$ cat config.mk
export PLATFORM = sky130hd
export DESIGN_NAME = execute_stage
export DESIGN_NICKNAME = d
export VERILOG_FILES = /design/src/source/core_pkg.sv /design/src/source/execute_stage.sv
export SDC_FILE = /design/constraint.sdc
export NUM_CORES = 1
export LEC_CHECK = 0
export ABC_AREA = 1
export BUFFER_PORTS_ARGS = -buffer_cell sky130_fd_sc_hd__buf_2
export CAP_MARGIN = 20
export CORE_MARGIN = 2
export CORE_UTILIZATION = 45
export CTS_CLUSTER_SIZE = 16
export DETAILED_ROUTE_END_ITERATION = 10
export PLACE_DENSITY = 0.74
export SETUP_SLACK_MARGIN = 0.02
export SLEW_MARGIN = 40
export SYNTH_ARGS = -nofsm -noshare
export SYNTH_HDL_FRONTEND = slang
export SYNTH_SLANG_ARGS = --single-unit
$ cat constraint.sdc
create_clock -name clock -period 15.4 [get_ports clock]
set_input_delay 2.31 -clock clock [delete_from_list [all_inputs] [get_ports clock]]
set_output_delay 2.31 -clock clock [all_outputs]
set_load 0.01 [all_outputs]
$ cat src/source/core_pkg.sv
// core shared definitions
`default_nettype none

package core_pkg;

  // data and address word
  typedef logic [63:0] xlen_t;
  // raw instruction word
  typedef logic [31:0] inst_t;
  // integer register index
  typedef logic [4:0] reg_idx_t;

  // one instruction takes all eight phases
  typedef enum logic [2:0] {
    PH_FETCH  = 3'd0,
    PH_DECODE = 3'd1,
    PH_EXEC   = 3'd2,
    PH_MEM    = 3'd3,
    PH_WB     = 3'd4,
    PH_IDLE5  = 3'd5,
    PH_IDLE6  = 3'd6,
    PH_COMMIT = 3'd7
  } phase_t;

  typedef enum logic [2:0] {
    ALU_ADD = 3'd0,
    ALU_SUB = 3'd1,
    ALU_AND = 3'd2,
    ALU_OR  = 3'd3,
    ALU_XOR = 3'd4
  } alu_op_t;

  localparam logic [6:0] OPC_OP_IMM = 7'h13;
  localparam logic [6:0] OPC_OP     = 7'h33;
  localparam logic [6:0] OPC_LUI    = 7'h37;
  localparam logic [6:0] OPC_LOAD   = 7'h03;
  localparam logic [6:0] OPC_STORE  = 7'h23;
  localparam logic [6:0] OPC_BRANCH = 7'h63;
  localparam logic [6:0] OPC_JAL    = 7'h6f;
  // custom opcode that stops the core
  localparam logic [6:0] OPC_TRAP   = 7'h6b;

  localparam xlen_t PC_START   = 64'h0;
  localparam int    DMEM_WORDS = 32;

endpackage

`default_nettype wire

$ cat src/source/execute_stage.sv
// alu and branch unit
`timescale 1ns/10ps
`default_nettype none

module execute_stage (
  input  wire                     clock,
  input  wire                     reset,
  input  wire core_pkg::phase_t   phase_i,
  input  wire core_pkg::xlen_t    op1_i,
  input  wire core_pkg::xlen_t    op2_i,
  input  wire core_pkg::alu_op_t  alu_op_i,
  input  wire core_pkg::xlen_t    rs1_data_i,
  input  wire core_pkg::xlen_t    rs2_data_i,
  input  wire core_pkg::xlen_t    pc_i,
  input  wire core_pkg::xlen_t    offset_i,
  input  wire logic               is_branch_i,
  input  wire logic               branch_ne_i,
  input  wire logic               is_jal_i,
  output core_pkg::xlen_t         alu_result_o,
  output logic                    jmp_o,
  output core_pkg::xlen_t         jmp_addr_o
);

  core_pkg::xlen_t alu_d;
  logic            equal;
  logic            taken;

  always_comb begin
    case (alu_op_i)
      core_pkg::ALU_SUB: alu_d = op1_i - op2_i;
      core_pkg::ALU_AND: alu_d = op1_i & op2_i;
      core_pkg::ALU_OR:  alu_d = op1_i | op2_i;
      core_pkg::ALU_XOR: alu_d = op1_i ^ op2_i;
      default:           alu_d = op1_i + op2_i;
    endcase
  end

  // bne takes the branch on a mismatch
  assign equal = rs1_data_i == rs2_data_i;
  assign taken = is_jal_i | (is_branch_i & (equal ^ branch_ne_i));

  always_ff @(posedge clock) begin
    if (reset) begin
      jmp_o <= 1'b0;
    end else if (phase_i == core_pkg::PH_EXEC) begin
      jmp_o <= taken;
    end
  end

  always_ff @(posedge clock) begin
    if (phase_i == core_pkg::PH_EXEC) begin
      alu_result_o <= alu_d;
      jmp_addr_o   <= pc_i + offset_i;
    end
  end

endmodule

`default_nettype wire

==> Word level (Yosys, flattened, before mapping) <==
Cells that the tools add are included.
{ "word_totals": {"ff_bits": 129, "word_cells": 19, "out_inout_bits": 129, "inputBits": 395} }
{ "classes": {"n_eq_ne": 6, "n_bitwise": 6, "n_addsub": 3, "n_mux": 1} }
{ "ops": {"columns": ["operator", "n"], "rows": [
  ["$pmux W64 S4", 1],
  ["$add A64 B64 Y64", 2],
  ["$and A64 B64 Y64", 1],
  ["$eq A64 B64 Y1", 1],
  ["$or A64 B64 Y64", 1],
  ["$sub A64 B64 Y64", 1],
  ["$xor A64 B64 Y64", 1],
  ["$eq A3 B2 Y1 const B", 3],
  ["$eq A3 B1 Y1 const B", 1],
  ["$eq A3 B3 Y1 const B", 1],
  ["$and A1 B1 Y1", 1],
  ["$or A1 B1 Y1", 1],
  ["$xor A1 B1 Y1", 1]
]} }

==> Depth between registers and ports, before layout <==
Gate-level depths: netlist (run 1).
{ "logic_depth": {"depth_word": 4, "depth_mapped": 27, "ltp_nobuf": 27} }

==> Least setup slack after synthesis (run 1) <==
Ideal clock, no wire load.
{ "synth_timing": {"kind": "input -> register", "startpoint": "input port phase_i[0]", "endpoint": "register alu_result_o[0], enable pin", "arrival_ns": 11.194, "path_buffers": 0, "stages": 1, "required_ns": 14.624, "setup_slack_ns": 3.430, "path_cell_list": "nor3_1"} }
{ "synth_via": {"elab_chain_len": 1} }
{ "synth_rtl": {"columns": ["element", "line", "text"], "rows": [
  ["start, declared", "execute_stage.sv:8", "input wire core_pkg::phase_t phase_i,"],
  ["$eq A3 B2 Y1", "execute_stage.sv:51", "if (phase_i == core_pkg::PH_EXEC) begin"],
  ["end signal, assigned", "execute_stage.sv:52", "alu_result_o <= alu_d;"],
  ["end, declared", "execute_stage.sv:19", "output core_pkg::xlen_t alu_result_o,"]
]} }
No other way between the ends.
A chain may end at the register's enable or synchronous reset.

==> Worst setup path in the final report (run 1) <==
{ "layout_timing": {"startpoint": "input port op2_i[37]", "endpoint": "register alu_result_o[63], data pin"} }
{ "layout_via": {"elab_chain_len": 2, "word_cells_on_any_way": 3, "classes_between": "2 x add/sub; 1 x mux"} }
{ "layout_rtl": {"columns": ["element", "line", "text"], "rows": [
  ["start, declared", "execute_stage.sv:10", "input wire core_pkg::xlen_t op2_i,"],
  ["$add A64 B64 Y64 or $sub A64 B64 Y64 (tied branches)", "execute_stage.sv:34, execute_stage.sv:30", null],
  ["$pmux W64 S4 *", "execute_stage.sv:29", "case (alu_op_i)"],
  ["named net alu_d[63]", "execute_stage.sv:24", "core_pkg::xlen_t alu_d;"]
]} }
The timed path passes the listed nets; every way through them passes the cells marked *.

==> results.json, run 1 <==
{
  "status": "finished, final reports clean",
  "cts_max_path_buffers": 2,
  "final_antenna_net_count": 0,
  "crit_family": "simple AND/OR/NAND/NOR gates",
  "cts_setup_buffers": 0,
  "path_buf_inv": 2,
  "syn_avg_cell_area_um2": 5.89,
  "async_flop_share_pct": 0,
  "peakVddDrop_mv": 0.0540,
  "synth_cells": 3629,
  "cp-end-kind": "flip-flop",
  "dr.pass1.iters": 6,
  "grt_pass1_wl_um": 137000,
  "fin_util_pct": 54.1,
  "yosysWarnings": 0,
  "grt_antenna_before_repair": 14,
  "chipHeight_um": 222,
  "timing.final.hold_violations": 0,
  "ioPinCount": 524,
  "cp.required_ns": 15.67,
  "die_w_um": 222,
  "critPathKind": "in2reg",
  "power.density_nw_per_um2": 66.1,
  "slowest_delay_ns": 0.74,
  "setup_ws_ns": 9.59,
  "max_freq_mhz": 172,
  "dp_hpwl_um": 76800,
  "skew_ns": 0,
  "cts_tree": "built",
  "cts-hold-fix-buffers": 0,
  "wl_per_cell_um": 18.9,
  "drt-total-wl_um": 90300,
  "track_usage_pct": 36.4,
  "drc": 0,
  "gp_congestion": 1.03,
  "start_util_pct": 45.7,
  "rsz0062_at_grt": "no",
  "cts-root-buf": "clkbuf_16",
  "slew_violations": 0,
  "seq_area_frac_synth_pct": 18.1,
  "yosysTopAreaCellShare_pct": 20.6,
  "core_area_um2": 46800,
  "critPathSlowestCell": "nor2_1",
  "synthTopCellsByArea": "nand2_1 21%, edfxtp_1 18%, ha_1 15%",
  "synthesis.nets": 4281,
  "grt_pass1_vias": 24000,
  "dp_worst_setup_slack_ns": 9.22,
  "cellLeakagePower_nw": 14.4,
  "path_max_fanout": 5,
  "hold_path.class": "reg2reg",
  "critPathArrivalTime_ns": 6.09,
  "maxCapViolCount": 0,
  "timing.final.crit_share_pct": 37.7,
  "crit_chain": "buf_2 > inv_1 > nand4_1 > nor2_1 > nand2_1 > nor2_1 > nand2_1 > xor2_1 > nand2_1 > o21ai_0 > ha_1 > nand2_1 > nor3_1 > nand2_1 > nor2_1 > nand2_1 > nand3_1 > nand2_1 > nand2_1 > nand2_1",
  "first_iter_violations": 2366,
  "fin_crit_ns": 5.81,
  "setup_viol": 0,
  "worstMarginPinSlew_ns": 0.824,
  "design.die.area_um2": 49200,
  "clock-sinks": 129,
  "synth-seq-cells": 129,
  "htree_levels": 4,
  "cpMostUsedCell": "nand2_1",
  "synth_most_common_cell": "nand2_1",
  "nNetsFinal": 4800,
  "synth-edff-count": 128,
  "clk_pin_slew_ns": 0.07,
  "worstSkewPairLatency_ns": 0.50,
  "startpoint_type": "input port",
  "syn_area_um2": 21400,
  "vias_per_cell": 5.22,
  "setup_tns_ns": 0,
  "grt-ovfl-total": 0,
  "ys_types": 45,
  "synthTopCellsByCount": "1171 x nand2_1, 737 x inv_1, 500 x nor2_1, 255 x ha_1, 169 x a21oi_1",
  "post_cts_resize_count": 0,
  "syn2layout_area_growth_pct": 18.4,
  "synth_top_area_cell": "nand2_1",
  "synth_top_flop_cell": "edfxtp_1",
  "rows": 79,
  "grt_max_degree": 130,
  "max-slew-margin-rel_pct": 45.1,
  "drive_gt1_share_pct": 15.1,
  "io_buffers": 523,
  "vias": 25000,
  "cts_inserted_buffers": 17
}
-- layer usage --
metal / share of wire [%] / vias to the layer above / global-route usage, %
met5: 0.048 / - / 0
met4: 4.7 / 6 / 17.3
met3: 8.2 / 216 / 6.90
met2: 46 / 1173 / 60.1
met1: 42 / 11200 / 45.7
li1: - / 12400 / -
-- flip-flops by register name, indices dropped and copies added (netlist names) --
name and count:
jmp_addr_o 64, alu_result_o 64, jmp_o 1
-- final timing paths --
check	start	end	slack, ns	depth (start not counted)
worst max-delay path	op2_i[37]	alu_result_o[63]$_DFFE_PN_	9.59	20
worst min register to register	jmp_o$_SDFFE_PP0N_	jmp_o$_SDFFE_PP0N_	0.53	2
worst max register to register	jmp_o$_SDFFE_PP0N_	jmp_o$_SDFFE_PP0N_	14.78	2
worst min-delay path	jmp_o$_SDFFE_PP0N_	jmp_o$_SDFFE_PP0N_	0.53	2
-- where the power goes --
group | switching, mW | internal, mW | total [mW]
sequential | 0.00890 | 0.429 | 0.438
combinational | 0.530 | 0.258 | 0.789
clock | 0.205 | 0.240 | 0.445
total | 0.744 | 0.928 | 1.67
-- layout by cell type, fill, tap and decap left out, drive strengths merged, types with 4 or more instances in the layout --
master,netlist,final
o21ai,116,116
o2111ai,12,12
xor2,125,125
diode,0,11
buf,20,531
nand2,1187,1187
or2,4,4
xnor2,7,7
clkbuf,12,19
a221oi,47,47
inv,746,750
edfxtp,128,128
nor4,13,13
o21bai,8,8
nand3b,12,12
o211ai,4,4
clkinv,0,5
nand4,32,32
nand3,146,146
nor3,37,37
a21o,9,9
a21oi,171,171
ha,255,255
nor2,523,523
-- layout make-up --
cell class,count,area [µm²]
fill,4954,21500
multi-input combinational,2722,14600
sequential,129,3860
inverter,746,2800
timing repair buffer,532,2700
tap,607,759
clock buffer,18,429
clock inverter,14,156
antenna,11,27.5
-- worst reg2reg max path, stage by stage (launching register included) --
cell	delay (ns)
dfxtp_1	0.31
o21bai_1	0.14
a21oi_1	0.05
-- per-stage QoR --
step | power, mW | cell area, µm² | hold slack (ns) | instances
floorplan | 0.922 | 21400 | 0.536 | 3629
global placement | 1.21 | 24700 | 0.506 | 4735
detailed placement | 1.21 | 24700 | 0.528 | 4735
CTS | 1.66 | 25300 | 0.538 | 4767
global route | 1.78 | 25300 | 0.557 | 4777
finish | 1.67 | 25300 | 0.535 | 4779
-- kinds of logic (layout without fill, tap and decap cells) --
| family | Yosys count | after routing | share of synthesized area, % |
|---|---|---|---|
| simple gates | 1956 | 1956 | 37.3 |
| buf+inv | 778 | 1310 | 13.8 |
| compound gates | 377 | 377 | 10.3 |
| fa+ha+maj | 257 | 257 | 15.1 |
| xor+xnor | 132 | 132 | 5.41 |
| flops | 129 | 129 | 18.1 |
| other cells | 0 | 11 | 0 |
No activity file was read; power rests on OpenSTA's default activity.
==> run 2, diff against run 1 <==
--- a/config.mk
+++ b/config.mk
@@ -5,14 +5,14 @@
 export SDC_FILE = /design/constraint.sdc
 export NUM_CORES = 1
 export LEC_CHECK = 0
-export ABC_AREA = 1
+export ABC_AREA = 0
 export BUFFER_PORTS_ARGS = -buffer_cell sky130_fd_sc_hd__buf_2
 export CAP_MARGIN = 20
-export CORE_MARGIN = 2
-export CORE_UTILIZATION = 45
+export CORE_AREA = 2 2 204 206
 export CTS_CLUSTER_SIZE = 16
 export DETAILED_ROUTE_END_ITERATION = 10
-export PLACE_DENSITY = 0.74
+export DIE_AREA = 0 0 206 208
+export PLACE_DENSITY = 0.75
 export SETUP_SLACK_MARGIN = 0.02
 export SLEW_MARGIN = 40
 export SYNTH_ARGS = -nofsm -noshare
==> constraint.sdc (replaced) <==
create_clock -name clock -period 5.1 [get_ports clock]
set_input_delay 0.765 -clock clock [delete_from_list [all_inputs] [get_ports clock]]
set_output_delay 0.765 -clock clock [all_outputs]
set_load 0.01 [all_outputs]
==> run 2 against run 1 <==
Net effect:
- combinational power grew to 2.9 times the previous value
- clock skew unchanged
- total power grew to 3.0 times the previous value
- routed wire length fell by 26%
- clock power increased to 3.0 times the previous value
- sequential cell count unchanged
- cell area shrank 12%
- setup slack worse by 9.5 ns
- area after synthesis decreased by 21%
- cell count down 31%
- non-clock buffer count up 194
- sequential share of layout area rose by 2.0 points
- critical endpoint unchanged
- largest cell class unchanged
- largest power group unchanged
==> results.json, run 2 <==
{
  "cts-hold-fix-buffers": 0,
  "cp.required_ns": 5.31,
  "fill_cells": 3844,
  "cts-root-buf": "clkbuf_16",
  "layout_commonest_cell": "buf_2",
  "slew_violations": 0,
  "r2r_cells": 2,
  "combPwrFrac_pct": 45.8,
  "htree_levels": 4,
  "synth_top_flop_cell": "edfxtp_1",
  "layout.cells.non_filler": 3296,
  "io_buffers": 523,
  "grt-ovfl-total": 0,
  "startpoint_type": "input port",
  "dr.pass1.iters": 5,
  "max-slew-margin-rel_pct": 44.6,
  "start_util_pct": 41.9,
  "peakVddDrop_mv": 0.232,
  "wl_per_cell_um": 20.3,
  "setup_viol": 0,
  "gp_congestion": 0.966,
  "layout_common_cells": "522 x buf_2, 255 x ha_1, 223 x a21oi_1",
  "drc": 0,
  "nNetsFinal": 3377,
  "multi_input_area_um2": 12300,
  "synthTopCellsByCount": "255 x ha_1, 231 x a21oi_1, 193 x xnor2_1, 181 x inv_1, 151 x nor2_1",
  "cellLeakagePower_nw": 10.6,
  "cp-end-kind": "flip-flop",
  "synthesis.nets": 2713,
  "power.density_nw_per_um2": 221,
  "syn_area_um2": 17000,
  "cts_inserted_buffers": 17,
  "timing.final.crit_share_pct": 97.5,
  "synth_cells": 2061,
  "yosysTopAreaCellShare_pct": 22.6,
  "internal_power_mw": 3.09,
  "ys_types": 82,
  "seqCellArea_um2": 3860,
  "grt_pass1_vias": 18400,
  "synth_most_common_cell": "ha_1",
  "finalPower_mw": 4.95,
  "rsz0062_at_grt": "yes",
  "p_sw_share_pct": 37.6,
  "drive_gt1_share_pct": 29.7,
  "reg_top3": "alu_result_o (64), jmp_addr_o (64), jmp_o (1)",
  "synth_top_area_cell": "edfxtp_1",
  "power_frac_seq_pct": 27.0,
  "cts_tree": "built",
  "maxCapViolCount": 0,
  "worstSkewPairLatency_ns": 0.46,
  "critPathKind": "in2reg",
  "async_flop_share_pct": 0,
  "clock-sinks": 129,
  "skew_ns": 0,
  "drt-total-wl_um": 67000,
  "die_w_um": 206,
  "synth-edff-count": 128,
  "vias_per_cell": 5.65,
  "holdPathStages": 2,
  "clk_pin_slew_ns": 0.07,
  "setup_tns_ns": 0,
  "yosysWarnings": 0,
  "slowest_delay_ns": 0.48,
  "max_freq_mhz": 201,
  "chipHeight_um": 208,
  "grt_antenna_before_repair": 33,
  "ioPinCount": 524,
  "hold_path.class": "in2reg",
  "synthTopCellsByArea": "edfxtp_1 23%, ha_1 19%, xnor2_1 10%",
  "final_antenna_net_count": 0,
  "first_iter_violations": 1444,
  "status": "finished, final reports clean",
  "syn_avg_cell_area_um2": 8.24,
  "critPathSlowestCell": "or4_1",
  "synth-seq-cells": 129,
  "grt_pass1_wl_um": 102000,
  "timing.final.hold_violations": 0,
  "grt_max_degree": 131,
  "worstMarginPinSlew_ns": 0.831,
  "place_area_um2": 21500,
  "crit_chain": "buf_2 > or3_4 > nor4_4 > nand3_1 > or4_4 > nor3b_4 > nand4_1 > buf_6 > nor2_4 > a31oi_2 > xnor2_1 > ha_1 > a21o_1 > a21o_1 > or4_1 > o21ai_1 > buf_4 > o31a_1 > xnor2_1 > o21ai_1",
  "track_usage_pct": 30.5,
  "core_area_um2": 40600,
  "seq_area_frac_synth_pct": 22.7,
  "syn2layout_area_growth_pct": 31.7,
  "power.share.clock_pct": 27.2,
  "final_area_um2": 22400,
  "path_max_fanout": 5,
  "critPathArrivalTime_ns": 5.18,
  "design.die.area_um2": 42800,
  "switchingPower_mw": 1.86,
  "dp_hpwl_um": 54800,
  "rows": 74,
  "cts_max_path_buffers": 2,
  "fin_crit_ns": 4.97,
  "vias": 18600,
  "post-place-cells": 3232
}
-- run 2: logic make-up after synthesis --
kind of cell	after synthesis	share of synthesized area, %
compound gates	659	24.6
buf+inv	262	5.82
xor+xnor	244	12.6
mux	11	0.648
simple gates	499	14.5
fa+ha+maj	257	19.0
flops	129	22.7
-- run 2: metal layers --
layer / part of all wire (%) / GRT usage [%]
met5: 0.034 / 0
met3: 6.7 / 4.59
met1: 42 / 38.6
met4: 5.1 / 16.7
met2: 47 / 49.5
-- run 2: timing repair --
| item | CTS | global route |
|---|---|---|
| pin swaps | 0 | 16 |
| resized for setup | 3 | 40 |
| setup buffers | 0 | 6 |
| setup endpoints to repair | 8 | 21 |
-- run 2: final cells by class --
cell class / count / share of cell area [%]
Sequential cell: 129 / 17.3
Clock buffer: 17 / 1.90
Antenna cell: 26 / 0.291
Multi-Input combinational cell: 1670 / 55.1
Tap cell: 532 / 2.98
Inverter: 181 / 3.04
Clock inverter: 15 / 0.806
Timing Repair Buffer: 726 / 18.6
-- run 2: through the flow --
stage	hold slack [ns]	utilization (%)	worst slack, ns
finish	0.454	55.1	0.129
global route	0.458	55.1	-0.0214
CTS	0.431	54.5	0.0785
detailed placement	0.514	52.9	-0.649
global placement	0.484	52.9	-0.486
floorplan	0.515	-	0.101
-- run 2: final timing paths --
kind                                    startpoint                    endpoint  slack (ns)
worst max-delay path                      op2_i[4]  alu_result_o[63]$_DFFE_PN_        0.13
worst min-delay path                         reset          jmp_o$_SDFFE_PP0N_        0.45
worst max register to register  jmp_o$_SDFFE_PP0N_          jmp_o$_SDFFE_PP0N_        4.41
worst min register to register  jmp_o$_SDFFE_PP0N_          jmp_o$_SDFFE_PP0N_        0.53
-- run 2: critical path: cells and delay by family --
family                   cells  cell delay [ns]
adder cells (fa/ha/maj)      1             0.35
buffers and inverters        3             0.50
XOR/XNOR                     2             0.26
AO/OA/AOI/OAI                6             0.90
AND/OR/NAND/NOR              8             2.43
-- run 2: power by group through the flow --
stage	Clock [mW]	Combinational [mW]	Sequential (mW)
2_1_floorplan	0	1.28	1.39
3_3_place_gp	0	2.16	1.36
3_5_place_dp	0	2.19	1.36
4_1_cts	1.36	2.21	1.33
5_1_grt	1.39	2.49	1.34
6_report	1.35	2.27	1.33
